$ cat src/design/xcorr_pkg.sv
package xcorr_pkg;

    // ========================================
    // sample and phase words
    // ========================================

    // one code from the 8-bit ADC, unsigned.
    typedef logic [7:0] adc_sample_t;

    // correlator phase, one of 64 steps per window.
    typedef logic [5:0] corr_phase_t;

    // window length in phase steps.
    localparam int phase_steps = 64;

    // running sum of square-wave products.
    typedef logic signed [13:0] corr_accum_t;

    // ========================================
    // output bytes
    // ========================================

    // snoop form of a byte. The lowest bit carries the carrier flag.
    typedef struct packed {
        logic signed [6:0] mag;
        logic              hyst_flag;
    } corr_tagged_t;

    // the same byte read either as a plain correlation value or in snoop form.
    typedef union packed {
        logic signed [7:0] plain;
        corr_tagged_t      tagged_byte;
    } corr_byte_u;

    // i_byte sits in the upper half and is shifted out first.
    typedef struct packed {
        corr_byte_u i_byte;
        corr_byte_u q_byte;
    } corr_result_t;

endpackage

$ cat src/design/carrier_hysteresis.sv
module carrier_hysteresis (
    input  logic                   ck_1356megb,
    input  logic                   rst_n,
    input  xcorr_pkg::adc_sample_t adc_d,
    output logic                   carrier_present
);

    logic [11:0] low_count;   // samples seen while the level is low.
    logic        full_scale;
    logic        zero_scale;
    logic        low_expired;

    assign full_scale  = &adc_d;
    assign zero_scale  = ~|adc_d;
    assign low_expired = (low_count == 12'hfff);   // this is the 4096th low sample.

    always_ff @(posedge ck_1356megb or negedge rst_n)
    begin
        if (!rst_n)
        begin
            carrier_present <= 1'b1;
            low_count       <= '0;
        end
        else if (carrier_present)
        begin
            low_count <= '0;
            if (zero_scale)
                carrier_present <= 1'b0;
        end
        else if (low_expired)
        begin
            // a missed full-scale code must not hold the flag low forever.
            carrier_present <= 1'b1;
            low_count       <= '0;
        end
        else
        begin
            low_count <= low_count + 12'd1;
            if (full_scale)
                carrier_present <= 1'b1;
        end
    end

endmodule

$ cat src/design/iq_correlator.sv
module iq_correlator (
    input  logic                    ck_1356megb,
    input  logic                    rst_n,
    input  xcorr_pkg::adc_sample_t  adc_d,
    input  logic                    xcorr_is_848,
    input  logic                    snoop,
    input  logic                    carrier_present,
    output xcorr_pkg::corr_phase_t  phase,
    output xcorr_pkg::corr_result_t result,
    output logic                    result_load
);

    localparam xcorr_pkg::corr_phase_t mid_phase =
        xcorr_pkg::corr_phase_t'(xcorr_pkg::phase_steps / 2);

    logic                   fc_div_2;
    logic                   advance;
    logic                   window_start;
    logic                   i_neg;
    logic                   q_neg;
    xcorr_pkg::corr_accum_t sample_ext;
    xcorr_pkg::corr_accum_t i_accum;
    xcorr_pkg::corr_accum_t q_accum;
    logic                   carrier_two_back;   // level taken at the last window start.
    logic                   carrier_mid;        // level taken halfway through the last window.

    // ========================================
    // phase stepping
    // ========================================

    assign advance      = xcorr_is_848 | fc_div_2;   // 424 kHz steps on alternate clocks.
    assign window_start = (phase == '0) && advance;
    assign result_load  = window_start;

    always_ff @(posedge ck_1356megb or negedge rst_n)
    begin
        if (!rst_n)
        begin
            fc_div_2 <= 1'b0;
            phase    <= '0;
        end
        else
        begin
            fc_div_2 <= ~fc_div_2;
            if (advance)
                phase <= phase + 6'd1;
        end
    end

    // ========================================
    // square-wave products
    // ========================================

    assign sample_ext = {6'd0, adc_d};
    assign i_neg      = phase[3];
    assign q_neg      = (phase[3] != phase[2]);   // quadrature leads by a quarter period.

    always_ff @(posedge ck_1356megb or negedge rst_n)
    begin
        if (!rst_n)
        begin
            i_accum <= '0;
            q_accum <= '0;
        end
        else if (window_start)
        begin
            i_accum <= sample_ext;
            q_accum <= sample_ext;
        end
        else
        begin
            i_accum <= i_neg ? i_accum - sample_ext : i_accum + sample_ext;
            q_accum <= q_neg ? q_accum - sample_ext : q_accum + sample_ext;
        end
    end

    always_ff @(posedge ck_1356megb or negedge rst_n)
    begin
        if (!rst_n)
        begin
            carrier_two_back <= 1'b1;
            carrier_mid      <= 1'b1;
        end
        else
        begin
            if (window_start)
                carrier_two_back <= carrier_present;
            if (advance && (phase == mid_phase))
                carrier_mid <= carrier_present;
        end
    end

    // bytes are read off the accumulators on the window_start clock.
    always_comb
    begin
        if (snoop)
        begin
            result.i_byte.tagged_byte.mag       = i_accum[13:7];
            result.i_byte.tagged_byte.hyst_flag = carrier_two_back;
            result.q_byte.tagged_byte.mag       = q_accum[13:7];
            result.q_byte.tagged_byte.hyst_flag = carrier_mid;
        end
        else
        begin
            result.i_byte.plain = i_accum[13:6];
            result.q_byte.plain = q_accum[13:6];
        end
    end

endmodule

$ cat src/design/ssp_serializer.sv
module ssp_serializer (
    input  logic                    ck_1356megb,
    input  logic                    rst_n,
    input  xcorr_pkg::corr_phase_t  phase,
    input  xcorr_pkg::corr_result_t result,
    input  logic                    result_load,
    output logic                    ssp_din,
    output logic                    ssp_clk,
    output logic                    ssp_frame
);

    localparam int         shift_bits  = $bits(xcorr_pkg::corr_result_t);
    localparam logic [3:0] mid_quarter = 4'(xcorr_pkg::phase_steps / 8);

    logic [shift_bits-1:0]  shift_reg;
    xcorr_pkg::corr_phase_t phase_q;
    logic                   phase_entered;
    logic                   shift_step;
    logic                   clk_rise;
    logic                   frame_phase;

    // in 424 mode each phase lasts two clocks, so act on its first one only.
    assign phase_entered = (phase != phase_q);
    assign shift_step    = phase_entered && (phase[1:0] == 2'b00) && (phase != '0);
    assign clk_rise      = result_load | shift_step;
    assign frame_phase   = (phase[5:2] == 4'd0) || (phase[5:2] == mid_quarter);

    always_ff @(posedge ck_1356megb or negedge rst_n)
    begin
        if (!rst_n)
        begin
            shift_reg <= '0;
            phase_q   <= '0;
            ssp_clk   <= 1'b0;
            ssp_frame <= 1'b0;
        end
        else
        begin
            phase_q <= phase;
            if (result_load)
                shift_reg <= result;   // i byte goes out first.
            else if (shift_step)
                shift_reg <= {shift_reg[shift_bits-2:0], 1'b0};
            if (clk_rise)
            begin
                ssp_clk   <= 1'b1;
                ssp_frame <= frame_phase;   // frame edges line up with clock rises.
            end
            else if (phase[1:0] == 2'b10)
                ssp_clk <= 1'b0;
        end
    end

    assign ssp_din = shift_reg[shift_bits-1];

endmodule

$ cat src/design/hi_read_rx_xcorr.sv
module hi_read_rx_xcorr (
    input  logic                   ck_1356megb,
    input  logic                   rst_n,
    input  xcorr_pkg::adc_sample_t adc_d,
    input  logic                   xcorr_is_848,
    input  logic                   snoop,
    output logic                   adc_clk,
    output logic                   pwr_lo,
    output logic                   pwr_hi,
    output logic                   pwr_oe1,
    output logic                   pwr_oe2,
    output logic                   pwr_oe3,
    output logic                   pwr_oe4,
    output logic                   ssp_din,
    output logic                   ssp_clk,
    output logic                   ssp_frame,
    output logic                   dbg
);

    logic                    carrier_present;
    logic                    result_load;
    xcorr_pkg::corr_phase_t  phase;
    xcorr_pkg::corr_result_t result;

    // ========================================
    // antenna driver pins
    // ========================================

    // the reader field is off in snoop mode.
    assign pwr_hi  = ck_1356megb & ~snoop;
    assign pwr_lo  = 1'b0;
    assign pwr_oe1 = 1'b0;
    assign pwr_oe2 = 1'b0;
    assign pwr_oe3 = 1'b0;
    assign pwr_oe4 = 1'b0;
    assign adc_clk = ck_1356megb;
    assign dbg     = phase[3];   // toggles at the I square-wave rate.

    // ========================================
    // receive chain
    // ========================================

    carrier_hysteresis u_hyst (
        .ck_1356megb     (ck_1356megb),
        .rst_n           (rst_n),
        .adc_d           (adc_d),
        .carrier_present (carrier_present)
    );

    iq_correlator u_corr (
        .ck_1356megb     (ck_1356megb),
        .rst_n           (rst_n),
        .adc_d           (adc_d),
        .xcorr_is_848    (xcorr_is_848),
        .snoop           (snoop),
        .carrier_present (carrier_present),
        .phase           (phase),
        .result          (result),
        .result_load     (result_load)
    );

    ssp_serializer u_ssp (
        .ck_1356megb (ck_1356megb),
        .rst_n       (rst_n),
        .phase       (phase),
        .result      (result),
        .result_load (result_load),
        .ssp_din     (ssp_din),
        .ssp_clk     (ssp_clk),
        .ssp_frame   (ssp_frame)
    );

endmodule

$ cat config.mk
export PLATFORM = sky130hd
export DESIGN_NAME = hi_read_rx_xcorr
export DESIGN_NICKNAME = d
export VERILOG_FILES = /design/src/design/xcorr_pkg.sv /design/src/design/carrier_hysteresis.sv /design/src/design/iq_correlator.sv /design/src/design/ssp_serializer.sv /design/src/design/hi_read_rx_xcorr.sv
export SDC_FILE = /design/constraint.sdc
export NUM_CORES = 1
export LEC_CHECK = 0
export BUFFER_PORTS_ARGS = -buffer_cell sky130_fd_sc_hd__buf_2
export CORE_MARGIN = 3
export CORE_UTILIZATION = 35
export CTS_BUF_LIST = sky130_fd_sc_hd__clkbuf_4
export CTS_CLUSTER_SIZE = 10
export DETAILED_ROUTE_END_ITERATION = 12
export PLACE_DENSITY = 0.57
export RECOVER_POWER = 100
export SYNTH_ARGS = -nofsm -noshare
export SYNTH_HDL_FRONTEND = slang
export SYNTH_SLANG_ARGS = --single-unit
export TNS_END_PERCENT = 50
$ cat constraint.sdc
create_clock -name ck_1356megb -period 3.6 [get_ports ck_1356megb]
set_input_delay 0.72 -clock ck_1356megb [delete_from_list [all_inputs] [get_ports ck_1356megb]]
set_output_delay 0.72 -clock ck_1356megb [all_outputs]
set_load 0.02 [all_outputs]
==> impl_metrics.json, run 1 <==
{
  "yosys.cell_count.top_type": "sky130_fd_sc_hd__dfrtp_1",
  "fp.dieH_um": 119.8,
  "antenna_left": 0,
  "final.min_clock_period_ns": 3.101,
  "synth-edff-count": 0,
  "sort_of_element_at_the_end_of_the_critical_path": "flop",
  "synthArstFlopShare_pct": 100.0,
  "run_status": "finished, violations left",
  "grt_util_all_layers_pct": 14.00,
  "synthDominantCellAreaShare_pct": 39.19,
  "post_cts_resized": 0,
  "largest_register_ffs": 16,
  "largest_net_degree_at_the_start_of_global_routing": 75,
  "met2_grt_util_pct": 21.75,
  "synth_top_area_cell": "sky130_fd_sc_hd__dfrtp_1",
  "postCtsHoldBufs": 0,
  "die_width_um": 119.8,
  "timing_hold_violations_final": 0,
  "arrival_ns": 3.55,
  "final_nets": 552,
  "clkLatencyLatePin_ns": 0.54,
  "setup_total_negative_slack_ns": 0,
  "use_met3_pct": 5.419,
  "core_area_um2": 12310,
  "clock_skew_ns": 0.009977,
  "grt_first_pass_wirelength_um": 16030,
  "area_delta_synth_final_pct": 8.805,
  "avgSynthCellArea_um2": 9.385,
  "drv_slew": 75,
  "synth_sequential_area_ratio_pct": 40.93,
  "critical_path.max_fanout": 11,
  "syn-instance-count": 483,
  "starting_density_of_the_core_pct": 36.82,
  "place.gp.congestion": 0.8619,
  "drt_iter0_markers": 183,
  "ys_top_cells_by_count": "sky130_fd_sc_hd__dfrtp_1, sky130_fd_sc_hd__nand2_1, sky130_fd_sc_hd__nor2_1",
  "number_of_warning_messages_in_the_yosys_log": 0,
  "dieArea_um2": 14350,
  "ys_seq_elements": 74,
  "via_per_inst": 4.906,
  "grt_use_met1_pct": 18.01,
  "grt-busiest-layer": "met2",
  "vias": 3326,
  "detailed_place_hpwl_um": 6646,
  "worst_pin_slew_ns": 1.874,
  "first_pass_iters": 4,
  "post_synth_num_cell_types": 55,
  "post-route-period-util_pct": 86.14,
  "grt_overflow": 0,
  "number_of_antenna_violations_at_the_first_check_in_global_routing": 0,
  "detail_route.drc_violations": 0,
  "post_synthesis_instance_area_um2": 4533,
  "critical_path.startpoint_type": "flop",
  "failed_checks": "capacitance limit, slew limit",
  "worst_slew_margin_rel_pct": -24.92,
  "data_required_time_at_the_worst_endpoint_ns": 4.05,
  "max_cap_violations": 1,
  "drt-total-wl_um": 9399,
  "rsz0062_at_grt": "false",
  "io_buffers": 17,
  "setup_violations": 0,
  "critPathKind": "reg2reg",
  "grt_pass1_vias": 3353,
  "io-pin-count": 23,
  "tritoncts_clock_tree": "done",
  "post_drt_wl_per_cell_um": 13.86,
  "clk_pin_slew_ns": 0.13,
  "synth-main-ff-cell": "sky130_fd_sc_hd__dfrtp_1",
  "most_area_consuming_cells_after_synthesis": "sky130_fd_sc_hd__dfrtp_1, sky130_fd_sc_hd__ha_1, sky130_fd_sc_hd__xnor2_1",
  "drive_above_1_share_pct": 8.431,
  "core.rowCount": 40,
  "postCtsSetupRepairBufs": 0,
  "timing.hold.worst.class": "reg2reg",
  "antenna_cells_inserted": 0,
  "fmaxAchievable_ghz": 0.3225
}
## layout by cell type (no fill, tap or decap), types with 9 or more instances in the layout
master / n
sky130_fd_sc_hd__mux2i_1: 13
sky130_fd_sc_hd__a21oi_1: 21
sky130_fd_sc_hd__ha_1: 34
sky130_fd_sc_hd__nand2_1: 67
sky130_fd_sc_hd__xor2_1: 14
sky130_fd_sc_hd__inv_1: 22
sky130_fd_sc_hd__nor2_1: 53
sky130_fd_sc_hd__clkbuf_1: 9
sky130_fd_sc_hd__buf_2: 9
sky130_fd_sc_hd__dfrtp_1: 71
sky130_fd_sc_hd__o21ai_0: 33
sky130_fd_sc_hd__xnor2_1: 38
sky130_fd_sc_hd__clkbuf_4: 14
## path summary, 6_finish.rpt
path                                       from                  end  slack, ns  cells past startpoint
worst max-delay path            u_corr.phase[2]   u_corr.q_accum[13]       0.50                     10
worst min-delay path            u_corr.fc_div_2      u_corr.fc_div_2       0.42                      1
worst max register to register  u_corr.phase[2]   u_corr.q_accum[13]       0.50                     10
worst min register to register  u_corr.fc_div_2      u_corr.fc_div_2       0.42                      1
max in group asynchronous                 rst_n    u_corr.q_accum[4]       1.83                      1
min in group asynchronous                 rst_n  u_hyst.low_count[3]       0.64                      1
## kinds of logic after synthesis
logic type,after synthesis,share of synthesized area [%]
xor gates and xnor gates,52,10.05
adders and majority gates,36,10.27
AOI/OAI and AO/OA,105,15.15
DFF,74,40.93
other,1,0.08272
and+or+nand+nor,159,16.04
buffers and inverters,42,4.361
muxes,14,3.119
## final cells by class
| cell class | instances | area, um2 |
|---|---|---|
| Clock buffer | 16 | 112.6 |
| Clock inverter | 7 | 101.3 |
| Fill cell | 1262 | 7380 |
| Inverter | 22 | 82.58 |
| Multi-Input combinational cell | 371 | 2471 |
| Sequential cell | 74 | 1856 |
| Tap cell | 168 | 210.2 |
| Timing Repair Buffer | 20 | 98.84 |
## critical path: stages, from the launching register on
cell and delay [ns]:
sky130_fd_sc_hd__dfrtp_1 0.48, sky130_fd_sc_hd__inv_1 0.07, sky130_fd_sc_hd__ha_1 0.52, sky130_fd_sc_hd__mux2i_1 0.37, sky130_fd_sc_hd__ha_1 0.29, sky130_fd_sc_hd__nor2b_1 0.14
sky130_fd_sc_hd__o2111ai_1 0.23, sky130_fd_sc_hd__a21oi_1 0.14, sky130_fd_sc_hd__o311a_1 0.39, sky130_fd_sc_hd__o211ai_1 0.16, sky130_fd_sc_hd__a21bo_1 0.22
## routing by layer
| metal | vias up | wire length [um] |
|---|---|---|
| met1 | 1577 | 4489 |
| met5 | - | 0 |
| met4 | 0 | 127 |
| met2 | 52 | 4385 |
| met3 | 12 | 396 |
| li1 | 1685 | - |
## metrics by stage
stage	util [%]	hold WS, ns	instances	area (um2)	setup WS, ns
after global placement	38.78	0.3978	657	4775	0.2691
after detailed placement	38.78	0.4039	657	4775	0.1769
after floorplan	-	0.3868	487	4548	0.1981
final	40.06	0.4168	678	4932	0.4991
after global routing	40.06	0.4680	678	4932	0.2229
after CTS	40.46	0.3175	678	4981	0.4890
Power of run 1 is not shown: default switching activity piles up to over one toggle a cycle in this logic, so the estimate is an artifact.
==> run 2: changes to the inputs <==
- MAX_ROUTING_LAYER: not set -> met4
- clock period: 3.6 -> 3.48 ns (I/O delays scaled with it)
==> impl_metrics.json, run 2 (same netlist as run 1, synthesis figures left out) <==
{
  "detailed_place_hpwl_um": 6661,
  "largest_net_degree_at_the_start_of_global_routing": 75,
  "number_of_antenna_violations_at_the_first_check_in_global_routing": 0,
  "timing.hold.worst.class": "reg2reg",
  "worst_pin_slew_ns": 1.890,
  "worst_r2r_path_cells": 10,
  "worstReg2RegEnd": "u_corr.i_accum[13]",
  "worst_slew_margin_rel_pct": -25.98,
  "leading_cell_type_in_the_layout_fill_and_taps_excluded": "sky130_fd_sc_hd__dfrtp_1",
  "timing_hold_violations_final": 0,
  "setup_violations": 0,
  "critical_path.endpoint": "u_corr.i_accum[13]",
  "antenna_left": 0,
  "final_nets": 551,
  "clkLatencyLatePin_ns": 0.54,
  "post-route-period-util_pct": 89.44,
  "seqCellArea_um2": 1856,
  "critical_path.max_fanout": 15,
  "grt_first_pass_wirelength_um": 16060,
  "fin_cells": 677,
  "arrival_ns": 3.54,
  "sort_of_element_at_the_end_of_the_critical_path": "flop",
  "fp.dieH_um": 119.8,
  "postCtsSetupRepairBufs": 0,
  "postCtsHoldBufs": 0,
  "multi_input_comb_area_um2": 2480,
  "core.rowCount": 40,
  "post-route-util_pct": 40.10,
  "via_per_inst": 4.976,
  "run_status": "finished, violations left",
  "post_drt_wl_per_cell_um": 13.83,
  "detail_route.drc_violations": 0,
  "die_width_um": 119.8,
  "antenna_cells_inserted": 0,
  "failed_checks": "capacitance limit, slew limit",
  "drive_above_1_share_pct": 8.448,
  "grt_overflow": 0,
  "post_cts_resized": 0,
  "worst_setup_path_startpoint": "u_corr.phase[3]",
  "grt_util_all_layers_pct": 14.48,
  "most-common-layout-cells": "sky130_fd_sc_hd__dfrtp_1, sky130_fd_sc_hd__nand2_1, sky130_fd_sc_hd__nor2_1, sky130_fd_sc_hd__xnor2_1",
  "drt_iter0_markers": 178,
  "place.gp.congestion": 0.8772,
  "clk_pin_slew_ns": 0.13,
  "dieArea_um2": 14350,
  "tritoncts_clock_tree": "done",
  "drv_slew": 75,
  "io_buffers": 17,
  "post_dp_cell_area_um2": 4767,
  "place_inst": 656,
  "vias": 3369,
  "ff_to_ff_start": "u_corr.phase[3]",
  "max_cap_violations": 1,
  "first_pass_iters": 4,
  "fill_cells": 1268,
  "design_area_um2": 4937,
  "setup_total_negative_slack_ns": 0,
  "io-pin-count": 23,
  "area_delta_synth_final_pct": 8.915,
  "rsz0062_at_grt": "false",
  "critPathKind": "reg2reg",
  "grt_pass1_vias": 3323,
  "data_required_time_at_the_worst_endpoint_ns": 3.91,
  "core_area_um2": 12310,
  "starting_density_of_the_core_pct": 36.82,
  "timing.reg2reg.setup_slack_ns": 0.37,
  "fmaxAchievable_ghz": 0.3213,
  "clock_skew_ns": 0.01530,
  "final.min_clock_period_ns": 3.113,
  "drt-total-wl_um": 9361,
  "largest_register_ffs": 16,
  "critical_path.startpoint_type": "flop"
}
==> run 2: worst min-delay path by stage <==
stage	from	end	slack (ns)	cells after the start
floorplan	u_corr.fc_div_2	u_corr.fc_div_2	0.39	1
global placement	u_corr.fc_div_2	u_corr.fc_div_2	0.40	1
detailed placement	u_corr.fc_div_2	u_corr.fc_div_2	0.41	1
CTS	rst_n	u_hyst.low_count[3]	0.29	1
global route	u_corr.fc_div_2	u_corr.fc_div_2	0.45	1
finish	u_corr.fc_div_2	u_corr.fc_div_2	0.43	1
==> run 2: metrics by stage <==
step | hold slack, ns | setup slack, ns
floorplan | 0.3868 | 0.07812
global placement | 0.3983 | 0.1824
detailed placement | 0.4117 | 0.1251
CTS | 0.2930 | 0.3673
global route | 0.4498 | 0.1042
finish | 0.4320 | 0.3674
==> run 2: layer usage <==
| layer | GRT usage [%] | vias up | share of wire, % | wire [um] |
|---|---|---|---|---|
| met4 | 3.579 | 0 | 0.93 | 87 |
| met5 | - | - | 0 | 0 |
| met2 | 22.28 | 65 | 47 | 4378 |
| met1 | 18.07 | 1612 | 47 | 4408 |
| li1 | - | 1682 | - | - |
| met3 | 5.561 | 10 | 5.2 | 486 |
==> run 2: cell type report <==
cell class                 count  share of cell area [%]
clock buffer                  16                   2.281
clock inverter                 7                   2.053
inverter                      22                   1.673
multi-input combinational    371                   50.23
sequential                    74                   37.58
tap                          168                   4.257
timing repair buffer          19                   1.926
==> run 2: critical path, stage by stage (launching register included) <==
cell                       delay [ns]
sky130_fd_sc_hd__dfrtp_1         0.37
sky130_fd_sc_hd__clkbuf_1        0.60
sky130_fd_sc_hd__nor2_1          0.14
sky130_fd_sc_hd__xnor2_1         0.22
sky130_fd_sc_hd__ha_1            0.30
sky130_fd_sc_hd__and2_0          0.20
sky130_fd_sc_hd__a221oi_1        0.34
sky130_fd_sc_hd__a21oi_1         0.15
sky130_fd_sc_hd__nor4_1          0.38
sky130_fd_sc_hd__o21bai_1        0.15
sky130_fd_sc_hd__mux2i_1         0.14
Power of run 2 is left out for the same reason.
==> run 3: changes to the inputs <==
- CORE_UTILIZATION: 35 -> 50
- PLACE_DENSITY: 0.57 -> 0.74
- TNS_END_PERCENT: 50 -> 5
==> impl_metrics.json, run 3 (same netlist as run 1, synthesis figures left out) <==
{
  "run_status": "finished, violations left",
  "failed_checks": "capacitance limit, slew limit",
  "sort_of_element_at_the_end_of_the_critical_path": "flop",
  "drt_iter0_markers": 177,
  "place.gp.congestion": 0.8938,
  "post_drt_wl_per_cell_um": 14.62,
  "area_delta_synth_final_pct": 5.990,
  "ff_to_ff_start": "u_corr.phase[2]",
  "place_inst": 596,
  "worst_pin_slew_ns": 1.820,
  "final.min_clock_period_ns": 3.143,
  "starting_density_of_the_core_pct": 51.73,
  "via_per_inst": 5.464,
  "clkLatencyLatePin_ns": 0.52,
  "fin_cells": 617,
  "first_pass_iters": 4,
  "core.rowCount": 34,
  "data_required_time_at_the_worst_endpoint_ns": 3.88,
  "setup_violations": 0,
  "fmaxAchievable_ghz": 0.3181,
  "grt_util_all_layers_pct": 19.61,
  "worstReg2RegEnd": "u_corr.q_accum[13]",
  "tritoncts_clock_tree": "done",
  "io-pin-count": 23,
  "largest_net_degree_at_the_start_of_global_routing": 75,
  "grt_first_pass_wirelength_um": 15300,
  "drt-total-wl_um": 9023,
  "critPathKind": "reg2reg",
  "core_area_um2": 8763,
  "grt_overflow": 0,
  "leading_cell_type_in_the_layout_fill_and_taps_excluded": "sky130_fd_sc_hd__dfrtp_1",
  "die_width_um": 101.2,
  "timing_hold_violations_final": 0,
  "detail_route.drc_violations": 0,
  "post-route-period-util_pct": 90.32,
  "final_nets": 551,
  "largest_register_ffs": 16,
  "number_of_antenna_violations_at_the_first_check_in_global_routing": 0,
  "antenna_left": 0,
  "critical_path.max_fanout": 11,
  "postCtsHoldBufs": 0,
  "drv_slew": 75,
  "drive_above_1_share_pct": 8.644,
  "post_cts_resized": 0,
  "clock_skew_ns": 0.02153,
  "most-common-layout-cells": "sky130_fd_sc_hd__dfrtp_1, sky130_fd_sc_hd__nand2_1, sky130_fd_sc_hd__nor2_1, sky130_fd_sc_hd__xnor2_1",
  "postCtsSetupRepairBufs": 0,
  "grt_pass1_vias": 3360,
  "critical_path.startpoint_type": "flop",
  "vias": 3371,
  "dieArea_um2": 10240,
  "timing.hold.worst.class": "reg2reg",
  "fill_cells": 785,
  "antenna_cells_inserted": 0,
  "clk_pin_slew_ns": 0.11,
  "worst_path_largest_cell_delay_ns": 0.52,
  "worst_path_max_delay_cell": "sky130_fd_sc_hd__ha_1",
  "io_buffers": 17,
  "rsz0062_at_grt": "false",
  "worst_setup_path_startpoint": "u_corr.phase[2]",
  "cp_cell_sequence": "inv_1 -> ha_1 -> nor2_1 -> xnor2_1 -> ha_1 -> a21o_1 -> a21oi_1 -> a21oi_1 -> o311a_1 -> o211ai_1 -> a21bo_1",
  "setup_total_negative_slack_ns": 0,
  "critical_path.endpoint": "u_corr.q_accum[13]",
  "arrival_ns": 3.54,
  "detailed_place_hpwl_um": 6522,
  "max_cap_violations": 1,
  "worst_slew_margin_rel_pct": -21.31,
  "worst_r2r_path_cells": 11,
  "fp.dieH_um": 101.2,
  "timing.reg2reg.setup_slack_ns": 0.34
}
[run 3: cell types whose count changed in the layout (fill, tap and decap cells not counted), moves of 2 or more]
cell and change:
sky130_fd_sc_hd__clkinvlp_4 +3, sky130_fd_sc_hd__clkinv_4 -2, sky130_fd_sc_hd__bufinv_16 -2, sky130_fd_sc_hd__clkbuf_4 +2
[run 3: critical path: cells and delay by family, from the launching register on]
family / cells / cell delay (ns)
AOI/OAI and AO/OA: 6 / 1.26
xor gates and xnor gates: 1 / 0.25
adders and majority gates: 2 / 0.87
buffers and inverters: 1 / 0.08
DFF: 1 / 0.47
and+or+nand+nor: 1 / 0.12
[run 3: worst min-delay path by stage]
stage	startpoint	endpoint	slack, ns	depth (start not counted)
after global routing	u_corr.fc_div_2	u_corr.fc_div_2	0.44	1
after detailed placement	u_corr.fc_div_2	u_corr.fc_div_2	0.40	1
after floorplan	u_corr.fc_div_2	u_corr.fc_div_2	0.39	1
after CTS	rst_n	u_ssp.shift_reg[4]	0.32	1
after global placement	u_corr.fc_div_2	u_corr.fc_div_2	0.40	1
final	u_corr.fc_div_2	u_corr.fc_div_2	0.42	1
[run 3: layer usage]
metal  up-vias  wire length [um]  global-route usage, %
li1       1690                 -                      -
met5         -                 0                      -
met2        66              4378                  30.48
met4         0               197                  8.282
met3        14               354                  5.303
met1      1601              4092                  24.12
[run 3: per-stage QoR]
step | util, % | hold slack (ns) | instance area (um2) | setup slack [ns]
global placement | 53.54 | 0.3978 | 4692 | 0.1968
finish | 54.83 | 0.4156 | 4805 | 0.3367
detailed placement | 53.54 | 0.4039 | 4692 | 0.1236
floorplan | - | 0.3868 | 4548 | 0.07812
global route | 54.83 | 0.4415 | 4805 | 0.07795
CTS | 55.27 | 0.3228 | 4843 | 0.3337
[run 3: area by class of cell]
| class | count | area, um2 | share of cell area [%] |
|---|---|---|---|
| multi-input cells | 371 | 2477 | 51.56 |
| flip-flops and latches | 74 | 1856 | 38.62 |
| well taps | 108 | 135.1 | 2.813 |
| clock buffers | 18 | 127.6 | 2.656 |
| repair buffers | 19 | 95.09 | 1.979 |
| inverters | 22 | 82.58 | 1.719 |
| clock inverters | 5 | 31.28 | 0.6510 |
Power of run 3 is left out for the same reason.
